`src/hdl/issue_pkg.sv`:
```
// Shared widths, operation and unit encodings, scoreboard entry and dispatch payload types
`default_nettype none

package issue_pkg;

  // ------------------------------------------------
  // Widths
  // ------------------------------------------------
  localparam int unsigned XLEN          = 32;
  localparam int unsigned REG_ADDR_BITS = 5;
  // Sized for the largest scoreboard, 16 entries
  localparam int unsigned TRANS_ID_BITS = 4;

  // ------------------------------------------------
  // Encodings
  // ------------------------------------------------
  // ADD, SUB, AND and XOR go to the ALU, LDA to the LSU
  typedef enum logic [2:0] {
    OP_ADD,
    OP_SUB,
    OP_AND,
    OP_XOR,
    OP_LDA
  } op_t;

  typedef enum logic [1:0] {
    FU_NONE,
    FU_ALU,
    FU_LSU
  } fu_t;

  // Decoded instruction as held in one scoreboard slot
  typedef struct packed {
    op_t                      op;
    fu_t                      fu;
    logic [REG_ADDR_BITS-1:0] rd;
    logic [REG_ADDR_BITS-1:0] rs1;
    logic [REG_ADDR_BITS-1:0] rs2;
    logic [TRANS_ID_BITS-1:0] trans_id;
  } sb_entry_t;

  // Payload handed to ALU or LSU
  typedef struct packed {
    op_t                      op;
    logic [XLEN-1:0]          operand_a;
    logic [XLEN-1:0]          operand_b;
    logic [TRANS_ID_BITS-1:0] trans_id;
  } fu_data_t;

endpackage

`default_nettype wire
```
`src/hdl/sb_iro_if.sv`:
```
// Scoreboard to operand-read interface with issue handshake, clobber vector and forwarding
`timescale 1ns/1ps
`default_nettype none

interface sb_iro_if import issue_pkg::*; #(
  parameter int unsigned NR_SB_ENTRIES = 4
) ();

  localparam int unsigned TID_W = $clog2(NR_SB_ENTRIES);

  // Oldest unissued entry and its slot index
  sb_entry_t                    issue_instr;
  logic [TID_W-1:0]             issue_id;
  logic                         issue_valid;
  logic                         issue_ack;

  // Registers with an issued, uncommitted producer
  logic [2**REG_ADDR_BITS-1:0]  rd_clobber;

  // Source lookup, answered in the same cycle
  logic [REG_ADDR_BITS-1:0]     rs1;
  logic [REG_ADDR_BITS-1:0]     rs2;
  logic [XLEN-1:0]              rs1_fwd_data;
  logic                         rs1_fwd_valid;
  logic [XLEN-1:0]              rs2_fwd_data;
  logic                         rs2_fwd_valid;

  modport sb (
    output issue_instr, issue_id, issue_valid, rd_clobber,
    output rs1_fwd_data, rs1_fwd_valid, rs2_fwd_data, rs2_fwd_valid,
    input  issue_ack, rs1, rs2
  );

  modport iro (
    input  issue_instr, issue_id, issue_valid, rd_clobber,
    input  rs1_fwd_data, rs1_fwd_valid, rs2_fwd_data, rs2_fwd_valid,
    output issue_ack, rs1, rs2
  );

endinterface

`default_nettype wire

```
`src/hdl/issue_stage.sv`:
```
// Issue stage top level joining scoreboard, operand read and register file
`timescale 1ns/1ps
`default_nettype none

module issue_stage import issue_pkg::*; #(
  parameter int unsigned NR_SB_ENTRIES = 4
) (
  input  logic                     clk_i,
  input  logic                     rst_n_i,
  // From decode
  input  sb_entry_t                decoded_instr_i,
  input  logic                     decoded_valid_i,
  output logic                     decoded_ready_o,
  output logic                     sb_full_o,
  // To the functional units
  output fu_data_t                 fu_data_o,
  output logic                     alu_valid_o,
  input  logic                     alu_ready_i,
  output logic                     lsu_valid_o,
  input  logic                     lsu_ready_i,
  // Writeback
  input  logic                     wb_valid_i,
  input  logic [TRANS_ID_BITS-1:0] wb_trans_id_i,
  input  logic [XLEN-1:0]          wb_data_i,
  // Commit
  output logic                     commit_valid_o,
  input  logic                     commit_ack_i,
  output logic [REG_ADDR_BITS-1:0] commit_rd_o,
  output logic [XLEN-1:0]          commit_data_o,
  output logic [TRANS_ID_BITS-1:0] commit_trans_id_o
);

  // Register file wiring
  logic                     rf_we;
  logic [REG_ADDR_BITS-1:0] rf_waddr;
  logic [XLEN-1:0]          rf_wdata;
  logic [REG_ADDR_BITS-1:0] rf_raddr_a;
  logic [REG_ADDR_BITS-1:0] rf_raddr_b;
  logic [XLEN-1:0]          rf_rdata_a;
  logic [XLEN-1:0]          rf_rdata_b;

  sb_iro_if #(.NR_SB_ENTRIES(NR_SB_ENTRIES)) sb_iro ();

  // ------------------------------------------------
  // Scoreboard
  // ------------------------------------------------
  scoreboard #(
    .NR_SB_ENTRIES(NR_SB_ENTRIES)
  ) i_scoreboard (
    .clk_i            (clk_i),
    .rst_n_i          (rst_n_i),
    .decoded_instr_i  (decoded_instr_i),
    .decoded_valid_i  (decoded_valid_i),
    .decoded_ready_o  (decoded_ready_o),
    .sb_full_o        (sb_full_o),
    .wb_valid_i       (wb_valid_i),
    .wb_trans_id_i    (wb_trans_id_i),
    .wb_data_i        (wb_data_i),
    .commit_valid_o   (commit_valid_o),
    .commit_ack_i     (commit_ack_i),
    .commit_rd_o      (commit_rd_o),
    .commit_data_o    (commit_data_o),
    .commit_trans_id_o(commit_trans_id_o),
    .rf_we_o          (rf_we),
    .rf_waddr_o       (rf_waddr),
    .rf_wdata_o       (rf_wdata),
    .sb               (sb_iro.sb)
  );

  // ------------------------------------------------
  // Operand read and dispatch
  // ------------------------------------------------
  issue_read_operands i_issue_read_operands (
    .clk_i       (clk_i),
    .rst_n_i     (rst_n_i),
    .iro         (sb_iro.iro),
    .rf_raddr_a_o(rf_raddr_a),
    .rf_raddr_b_o(rf_raddr_b),
    .rf_rdata_a_i(rf_rdata_a),
    .rf_rdata_b_i(rf_rdata_b),
    .fu_data_o   (fu_data_o),
    .alu_valid_o (alu_valid_o),
    .alu_ready_i (alu_ready_i),
    .lsu_valid_o (lsu_valid_o),
    .lsu_ready_i (lsu_ready_i)
  );

  // Architectural state, written at commit
  regfile i_regfile (
    .clk_i    (clk_i),
    .rst_n_i  (rst_n_i),
    .raddr_a_i(rf_raddr_a),
    .raddr_b_i(rf_raddr_b),
    .rdata_a_o(rf_rdata_a),
    .rdata_b_o(rf_rdata_b),
    .we_i     (rf_we),
    .waddr_i  (rf_waddr),
    .wdata_i  (rf_wdata)
  );

endmodule

`default_nettype wire

```
`src/hdl/regfile.sv`:
```
// Register file with 32 entries, two combinational read ports, one write port, x0 tied to zero
`timescale 1ns/1ps
`default_nettype none

module regfile import issue_pkg::*; (
  input  logic                     clk_i,
  input  logic                     rst_n_i,
  input  logic [REG_ADDR_BITS-1:0] raddr_a_i,
  input  logic [REG_ADDR_BITS-1:0] raddr_b_i,
  output logic [XLEN-1:0]          rdata_a_o,
  output logic [XLEN-1:0]          rdata_b_o,
  input  logic                     we_i,
  input  logic [REG_ADDR_BITS-1:0] waddr_i,
  input  logic [XLEN-1:0]          wdata_i
);

  localparam int unsigned NR_REGS = 2**REG_ADDR_BITS;

  // No storage behind x0
  logic [XLEN-1:0] regs [1:NR_REGS-1];

  always_ff @(posedge clk_i or negedge rst_n_i) begin
    if (!rst_n_i) begin
      for (int r = 1; r < NR_REGS; r++) begin
        regs[r] <= '0;
      end
    end else if (we_i && (waddr_i != '0)) begin
      regs[waddr_i] <= wdata_i;
    end
  end

  // Reads bypass nothing, a write shows up the cycle after
  assign rdata_a_o = (raddr_a_i == '0) ? '0 : regs[raddr_a_i];
  assign rdata_b_o = (raddr_b_i == '0) ? '0 : regs[raddr_b_i];

endmodule

`default_nettype wire

```
`src/hdl/issue_read_operands.sv`:
```
// Operand read with hazard check, forwarding select and registered ALU or LSU dispatch
`timescale 1ns/1ps
`default_nettype none

module issue_read_operands import issue_pkg::*; (
  input  logic                     clk_i,
  input  logic                     rst_n_i,
  // Scoreboard side
  sb_iro_if.iro                    iro,
  // Register file read ports
  output logic [REG_ADDR_BITS-1:0] rf_raddr_a_o,
  output logic [REG_ADDR_BITS-1:0] rf_raddr_b_o,
  input  logic [XLEN-1:0]          rf_rdata_a_i,
  input  logic [XLEN-1:0]          rf_rdata_b_i,
  // Dispatch to the units
  output fu_data_t                 fu_data_o,
  output logic                     alu_valid_o,
  input  logic                     alu_ready_i,
  output logic                     lsu_valid_o,
  input  logic                     lsu_ready_i
);

  sb_entry_t       instr;
  logic [XLEN-1:0] operand_a;
  logic [XLEN-1:0] operand_b;
  logic            a_stall;
  logic            b_stall;
  logic            out_free;
  fu_data_t        fu_data_q;
  logic            alu_valid_q;
  logic            lsu_valid_q;

  assign instr = iro.issue_instr;

  // Sources go to both the scoreboard lookup and the register file
  assign iro.rs1      = instr.rs1;
  assign iro.rs2      = instr.rs2;
  assign rf_raddr_a_o = instr.rs1;
  assign rf_raddr_b_o = instr.rs2;

  // ------------------------------------------------
  // Operand select and hazard check
  // ------------------------------------------------
  // Clobbered source takes the youngest producer's result
  assign operand_a = iro.rd_clobber[instr.rs1] ? iro.rs1_fwd_data : rf_rdata_a_i;
  assign operand_b = iro.rd_clobber[instr.rs2] ? iro.rs2_fwd_data : rf_rdata_b_i;

  // RAW hazard, producer issued but not yet written back
  assign a_stall = iro.rd_clobber[instr.rs1] & ~iro.rs1_fwd_valid;
  assign b_stall = iro.rd_clobber[instr.rs2] & ~iro.rs2_fwd_valid;

  // Output register is free when empty or handed over this cycle
  assign out_free = ~(alu_valid_q | lsu_valid_q) |
                    (alu_valid_q & alu_ready_i) |
                    (lsu_valid_q & lsu_ready_i);

  assign iro.issue_ack = iro.issue_valid & ~a_stall & ~b_stall & out_free;

  // ------------------------------------------------
  // Dispatch register
  // ------------------------------------------------
  // Valids held until the unit accepts
  always_ff @(posedge clk_i or negedge rst_n_i) begin
    if (!rst_n_i) begin
      alu_valid_q <= 1'b0;
      lsu_valid_q <= 1'b0;
    end else if (iro.issue_ack) begin
      alu_valid_q <= (instr.fu == FU_ALU);
      lsu_valid_q <= (instr.fu == FU_LSU);
    end else begin
      if (alu_ready_i) begin
        alu_valid_q <= 1'b0;
      end
      if (lsu_ready_i) begin
        lsu_valid_q <= 1'b0;
      end
    end
  end

  // Shared payload for both units
  always_ff @(posedge clk_i) begin
    if (iro.issue_ack) begin
      fu_data_q.op        <= instr.op;
      fu_data_q.operand_a <= operand_a;
      fu_data_q.operand_b <= operand_b;
      fu_data_q.trans_id  <= TRANS_ID_BITS'(iro.issue_id);
    end
  end

  assign fu_data_o   = fu_data_q;
  assign alu_valid_o = alu_valid_q;
  assign lsu_valid_o = lsu_valid_q;

  // ------------------------------------------------
  // Assertions
  // ------------------------------------------------
  a_one_unit: assert property (@(posedge clk_i) disable iff (!rst_n_i)
    !(alu_valid_o && lsu_valid_o));

  // Stalled dispatch keeps its payload until accepted
  a_hold: assert property (@(posedge clk_i) disable iff (!rst_n_i)
    ((alu_valid_o && !alu_ready_i) || (lsu_valid_o && !lsu_ready_i)) |=>
      $stable(fu_data_o) && $stable({alu_valid_o, lsu_valid_o}));

endmodule

`default_nettype wire

```
`src/hdl/scoreboard.sv`:
```
// Scoreboard with circular entry buffer, clobber tracking, operand forwarding and in-order commit
`timescale 1ns/1ps
`default_nettype none

module scoreboard import issue_pkg::*; #(
  parameter int unsigned NR_SB_ENTRIES = 4
) (
  input  logic                     clk_i,
  input  logic                     rst_n_i,
  // Decoded instructions in
  input  sb_entry_t                decoded_instr_i,
  input  logic                     decoded_valid_i,
  output logic                     decoded_ready_o,
  output logic                     sb_full_o,
  // Writeback from the functional units
  input  logic                     wb_valid_i,
  input  logic [TRANS_ID_BITS-1:0] wb_trans_id_i,
  input  logic [XLEN-1:0]          wb_data_i,
  // Commit port
  output logic                     commit_valid_o,
  input  logic                     commit_ack_i,
  output logic [REG_ADDR_BITS-1:0] commit_rd_o,
  output logic [XLEN-1:0]          commit_data_o,
  output logic [TRANS_ID_BITS-1:0] commit_trans_id_o,
  // Register file write
  output logic                     rf_we_o,
  output logic [REG_ADDR_BITS-1:0] rf_waddr_o,
  output logic [XLEN-1:0]          rf_wdata_o,
  // Towards operand read
  sb_iro_if.sb                     sb
);

  localparam int unsigned TID_W = $clog2(NR_SB_ENTRIES);

  typedef logic [TID_W-1:0] ptr_t;

  // Per-slot control state
  logic [NR_SB_ENTRIES-1:0] valid_q;
  logic [NR_SB_ENTRIES-1:0] issued_q;
  logic [NR_SB_ENTRIES-1:0] done_q;

  // Per-slot payload
  sb_entry_t                instr_q  [NR_SB_ENTRIES];
  logic [XLEN-1:0]          result_q [NR_SB_ENTRIES];

  ptr_t                     wr_ptr_q;
  ptr_t                     issue_ptr_q;
  ptr_t                     commit_ptr_q;
  ptr_t                     wb_id;
  sb_entry_t                alloc_entry;
  logic                     alloc;
  logic                     issue_fire;
  logic                     commit_fire;

  // ------------------------------------------------
  // Handshakes
  // ------------------------------------------------
  // Slot under the write pointer still taken means every slot is taken
  assign sb_full_o       = valid_q[wr_ptr_q];
  assign decoded_ready_o = ~sb_full_o;
  assign alloc           = decoded_valid_i & decoded_ready_o;

  assign sb.issue_instr  = instr_q[issue_ptr_q];
  assign sb.issue_id     = issue_ptr_q;
  assign sb.issue_valid  = valid_q[issue_ptr_q] & ~issued_q[issue_ptr_q];
  assign issue_fire      = sb.issue_valid & sb.issue_ack;

  // Head of the buffer commits once its result is in
  assign commit_valid_o    = valid_q[commit_ptr_q] & done_q[commit_ptr_q];
  assign commit_rd_o       = instr_q[commit_ptr_q].rd;
  assign commit_data_o     = result_q[commit_ptr_q];
  assign commit_trans_id_o = instr_q[commit_ptr_q].trans_id;
  assign commit_fire       = commit_valid_o & commit_ack_i;

  // x0 results commit but never reach the register file
  assign rf_we_o    = commit_fire & (commit_rd_o != '0);
  assign rf_waddr_o = commit_rd_o;
  assign rf_wdata_o = commit_data_o;

  assign wb_id = wb_trans_id_i[TID_W-1:0];

  // Slot index becomes the transaction id
  always_comb begin
    alloc_entry          = decoded_instr_i;
    alloc_entry.trans_id = TRANS_ID_BITS'(wr_ptr_q);
  end

  // ------------------------------------------------
  // Clobber vector and forwarding
  // ------------------------------------------------
  // Only issued slots count, so the head instruction never sees itself
  // Walk oldest to youngest, a later match overrides an earlier one
  always_comb begin
    ptr_t idx;
    sb.rd_clobber    = '0;
    sb.rs1_fwd_data  = '0;
    sb.rs1_fwd_valid = 1'b0;
    sb.rs2_fwd_data  = '0;
    sb.rs2_fwd_valid = 1'b0;
    for (int k = 0; k < NR_SB_ENTRIES; k++) begin
      idx = commit_ptr_q + ptr_t'(k);
      if (valid_q[idx] && issued_q[idx]) begin
        sb.rd_clobber[instr_q[idx].rd] = 1'b1;
        if (instr_q[idx].rd == sb.rs1) begin
          sb.rs1_fwd_data  = result_q[idx];
          sb.rs1_fwd_valid = done_q[idx];
        end
        if (instr_q[idx].rd == sb.rs2) begin
          sb.rs2_fwd_data  = result_q[idx];
          sb.rs2_fwd_valid = done_q[idx];
        end
      end
    end
    // x0 reads zero from the register file whatever is in flight
    sb.rd_clobber[0] = 1'b0;
  end

  // ------------------------------------------------
  // Slot state and pointers
  // ------------------------------------------------
  always_ff @(posedge clk_i or negedge rst_n_i) begin
    if (!rst_n_i) begin
      valid_q      <= '0;
      issued_q     <= '0;
      done_q       <= '0;
      wr_ptr_q     <= '0;
      issue_ptr_q  <= '0;
      commit_ptr_q <= '0;
    end else begin
      if (alloc) begin
        valid_q[wr_ptr_q] <= 1'b1;
        wr_ptr_q          <= wr_ptr_q + ptr_t'(1);
      end
      if (issue_fire) begin
        issued_q[issue_ptr_q] <= 1'b1;
        issue_ptr_q           <= issue_ptr_q + ptr_t'(1);
      end
      if (wb_valid_i) begin
        done_q[wb_id] <= 1'b1;
      end
      // Freed slot goes back clean for the next allocation
      if (commit_fire) begin
        valid_q[commit_ptr_q]  <= 1'b0;
        issued_q[commit_ptr_q] <= 1'b0;
        done_q[commit_ptr_q]   <= 1'b0;
        commit_ptr_q           <= commit_ptr_q + ptr_t'(1);
      end
    end
  end

  always_ff @(posedge clk_i) begin
    if (alloc) begin
      instr_q[wr_ptr_q] <= alloc_entry;
    end
    if (wb_valid_i) begin
      result_q[wb_id] <= wb_data_i;
    end
  end

  // ------------------------------------------------
  // Assertions
  // ------------------------------------------------
  // Units answer only for dispatched slots that still wait for a result
  a_wb_target: assert property (@(posedge clk_i) disable iff (!rst_n_i)
    wb_valid_i |-> (int'(wb_trans_id_i) < NR_SB_ENTRIES) &&
                   valid_q[wb_id] && issued_q[wb_id] && !done_q[wb_id]);

  // All slots taken means the write pointer wrapped onto the head
  a_full_stall: assert property (@(posedge clk_i) disable iff (!rst_n_i)
    (&valid_q) |-> !decoded_ready_o && (wr_ptr_q == commit_ptr_q));

endmodule

`default_nettype wire

```
`config.mk`:
```
export PLATFORM = sky130hd
export DESIGN_NAME = issue_stage
export DESIGN_NICKNAME = d
export VERILOG_FILES = /design/src/hdl/issue_pkg.sv /design/src/hdl/sb_iro_if.sv /design/src/hdl/issue_stage.sv /design/src/hdl/regfile.sv /design/src/hdl/issue_read_operands.sv /design/src/hdl/scoreboard.sv
export SDC_FILE = /design/constraint.sdc
export NUM_CORES = 2
export LEC_CHECK = 0
export BUFFER_PORTS_ARGS = -buffer_cell sky130_fd_sc_hd__buf_2
export CAP_MARGIN = 15
export CORE_ASPECT_RATIO = 1.75
export CORE_MARGIN = 3
export CORE_UTILIZATION = 55
export CTS_CLUSTER_SIZE = 8
export DETAILED_ROUTE_END_ITERATION = 8
export PLACE_DENSITY = 0.72
export SYNTH_ARGS = -nofsm -noshare
export SYNTH_HDL_FRONTEND = slang
export SYNTH_SLANG_ARGS = --single-unit
export TNS_END_PERCENT = 10
```
`constraint.sdc`:
```
create_clock -name clk_i -period 6.7 [get_ports clk_i]
set_clock_uncertainty 0.2 [all_clocks]
set_input_delay 0.67 -clock clk_i [delete_from_list [all_inputs] [get_ports clk_i]]
set_output_delay 0.67 -clock clk_i [all_outputs]
set_load 0.01 [all_outputs]
```
==> metrics.yaml <==
drt:
  via_per_inst: 6.91
  routedWlPerCell_um: 28.8
  antenna_left: 0
  drtIter0Drc: 5728
  drc_errors: 0
  num_vias: 53900
  first_pass_iters: 6
  wl_um: 225000
setup_path:
  path_class: "flip-flop to flip-flop"
  crit_slowest_cell: "a2111oi_0"
  cp.required_ns: 6.97
  r2r_end: "i_issue_read_operands.fu_data_o[30]"
  endpoint_kind: "flip-flop"
  crit_family: "compound AO/OA/AOI/OAI gates"
  crit_buf_inv: 3
  crit_path_start_kind: "flip-flop"
  worst_ep_arrival_time_ns: 6.41
  critical_path.max_fanout: 45
  cp_cell_sequence: "clkinv_2 > ha_4 > and4b_4 > o41ai_4 > nor3_1 > a2111oi_0 > nand2_1 > o2111ai_1 > nand4_1 > o21ai_0 > o221ai_4 > inv_4 > buf_12"
  cpPeakStageDelay_ns: 0.84
  reg2reg_slack_ns: 0.56
  reg2reg_depth: 13
  rr_startpoint: "i_scoreboard.commit_ptr_q[0]"
clock_tree:
  numCtsBuffers: 180
  cts-root-buf: "clkbuf_16"
  clk_pin_slew_ns: 0.05
  clock_sinks: 1297
  h-tree-depth: 4
  clock_path_buffers: 3
  clkLatencyLatePin_ns: 0.80
  cts_tree: "done"
sta:
  rsz0062_at_grt: "no"
  setup_viol: 0
  max_freq_mhz: 163
  hold_viol: 0
  tightest_slew_ns: 1.21
  drv_slew: 0
  relSlewSlack: 0.189
  fin_crit_ns: 6.14
  fin_tns_setup_ns: 0
  min_period_over_period: 0.916
global_routing:
  first_global_vias: 55300
  antenna_found_initial: 4
  grt_use_total: 0.340
  grt.overflow.total: 0
  grt_pass1_wl_um: 339000
  grt_max_degree: 185
synthesis:
  ys.flop_type: "dfrtp_1"
  synthArstFlopShare: 0.780
  synth-edff-count: 285
  synthCells: 6153
  synth_seq_cells: 1297
  synthAdderAreaFrac: 0.00214
  syn-cell-area_sq_um: 70200
  yosysWarnings: 0
  synth_mux_area_frac: 0.240
  synth.yosys.seq_area_share: 0.483
  synth-xor-area-share: 0.00537
  synth_top_family_by_area: "multiplexers"
  synth_area_per_cell_sq_um: 11.4
  synth_area_leaders: "dfrtp_1 (36%), mux4_2 (21%), edfxtp_1 (12%)"
  synth_compound_area_frac: 0.130
  synth_cell_types: 83
  yosysTopAreaCell: "dfrtp_1"
  synthDominantCellAreaShare: 0.361
  synth_simple_gate_area_frac: 0.100
floorplan:
  die_w_um: 276
  start_util: 0.557
  die_y_um: 479
  core_region_area_sq_um: 126000
  num_io_pins: 184
  rows: 172
  dieArea_sq_um: 132000
pwr:
  switching_power_uw: 18500
  p_leak_uw: 0.0313
  clkPwrFrac: 0.195
  p_seq_frac: 0.290
  swShare: 0.433
  p_comb_frac: 0.515
  peakVddDrop_uv: 553
  internal-power_uw: 24300
  power_density_nw_per_um2: 549
layout:
  layout.nets: 6168
  final_cell_mix: "nand2_1 (1,187), o21ai_0 (1,042), dfrtp_1 (1,010)"
  mostFrequentLayoutCell: "nand2_1"
  syn_to_final_growth_pct: 11.2
  fin_util: 0.619
  drive_above_1_share: 0.220
hold_path:
  hold_path_depth: 3
  min_path_type: "input port to flip-flop"
  hold_start: "alu_ready_i"
  hold_end: "i_issue_read_operands.alu_valid_o"
place:
  gp_congestion: 0.937
  io_buffers: 173
  dpl.hpwl_um: 134000
outcome:
  status: "completed"
run:
  maxCapViolations: 0
[routing by layer]
metal	track usage	vias to the layer above	share of wire
met1	0.411	27200	0.35
li1	-	22700	-
met2	0.559	3064	0.48
met3	0.0721	948	0.097
met5	0	-	0
met4	0.215	0	0.073
[cell families (layout without fill, tap and decap cells)]
kind of cell | count (synthesis) | after routing
simple gates | 1669 | 1669
compound gates | 1600 | 1600
xor+xnor | 43 | 43
fa+ha+maj | 12 | 12
flops | 1297 | 1297
buf+inv | 675 | 665
other cells | 1 | 8
mux | 856 | 856
[worst reg2reg max path, delay by kind of cell (launching register included)]
kind | cells | cell delay (ns)
buffers and inverters | 3 | 0.87
adders and majority gates | 1 | 0.52
and+or+nand+nor | 4 | 0.84
DFF | 1 | 0.81
AOI/OAI and AO/OA | 5 | 2.56
[registers in the layout, indices dropped and copies added, names as in the netlist, 4 cells and up]
| name | cells |
|---|---|
| i_issue_read_operands.fu_data_o | 69 |
| i_regfile.regs | 992 |
| i_scoreboard.done_q | 4 |
| i_scoreboard.instr_q | 88 |
| i_scoreboard.issued_q | 4 |
| i_scoreboard.result_q | 128 |
| i_scoreboard.valid_q | 4 |
[per-stage QoR]
stage	total power [uW]	setup slack, ns	hold WS [ns]	instance area [sq um]	std cells
floorplan	26900	1.09	0.174	70200	6156
global placement	33400	0.945	0.273	72400	7501
detailed placement	33900	0.878	0.284	72400	7501
CTS	42300	0.851	0.0831	77900	7794
global route	44600	0.427	0.111	78000	7800
finish	42800	0.562	0.124	78000	7803
[layout make-up]
cell class,instances,area [sq um]
fill,9773,48100
inverter,42,161
multi-input combinational,4184,34000
clock inverter,8,143
tap,1653,2070
sequential,1297,33900
antenna,4,10.0
timing repair buffer,384,2920
clock buffer,231,4830
[timing repair]
item,in CTS,in global routing
gates resized for setup,0,0
buffers inserted,0,0
hold buffers,54,0
endpoints found under the hold margin,286,0
[Yosys cell counts, types with 8 or more instances]
| library cell | count |
|---|---|
| buf_1 | 63 |
| a211oi_1 | 154 |
| nand2_1 | 1216 |
| xnor2_1 | 36 |
| nand3_1 | 39 |
| nor3b_1 | 8 |
| o21ai_0 | 1078 |
| o21a_1 | 9 |
| nand4_1 | 33 |
| clkbuf_1 | 483 |
| a31oi_1 | 34 |
| and3_1 | 8 |
| a21oi_1 | 159 |
| buf_2 | 61 |
| dfrtp_1 | 1012 |
| a22oi_1 | 97 |
| edfxtp_1 | 285 |
| nor3_1 | 64 |
| mux2i_1 | 150 |
| nor4_1 | 31 |
| mux4_2 | 650 |
| buf_4 | 17 |
| or3b_2 | 9 |
| and3b_1 | 9 |
| and2_1 | 39 |
| nor2_1 | 155 |
| ha_1 | 12 |
| inv_1 | 40 |
| a221oi_2 | 21 |
| mux2_2 | 49 |
[power by group through the flow]
stage	logic (uW)	registers, uW	clock network (uW)
2_1_floorplan	15000	11900	0
5_1_grt	23200	12700	8730
3_3_place_gp	21100	12300	0
6_report	22100	12400	8340
4_1_cts	21600	12400	8400
3_5_place_dp	21500	12500	0
[worst max path at each step]
stage                                             from                             endpoint  slack, ns  cells past startpoint
after detailed placement  i_scoreboard.commit_ptr_q[0]  i_issue_read_operands.fu_data_o[63]       0.88                     13
after global placement    i_scoreboard.commit_ptr_q[0]  i_issue_read_operands.fu_data_o[59]       0.95                     13
after global routing      i_scoreboard.commit_ptr_q[0]  i_issue_read_operands.fu_data_o[64]       0.43                     13
after CTS                 i_scoreboard.commit_ptr_q[0]  i_issue_read_operands.fu_data_o[64]       0.85                     13
after floorplan           i_scoreboard.commit_ptr_q[0]    i_issue_read_operands.alu_valid_o       1.09                     20
final                     i_scoreboard.commit_ptr_q[0]  i_issue_read_operands.fu_data_o[30]       0.56                     13
No activity file was read; power rests on OpenSTA's default activity.
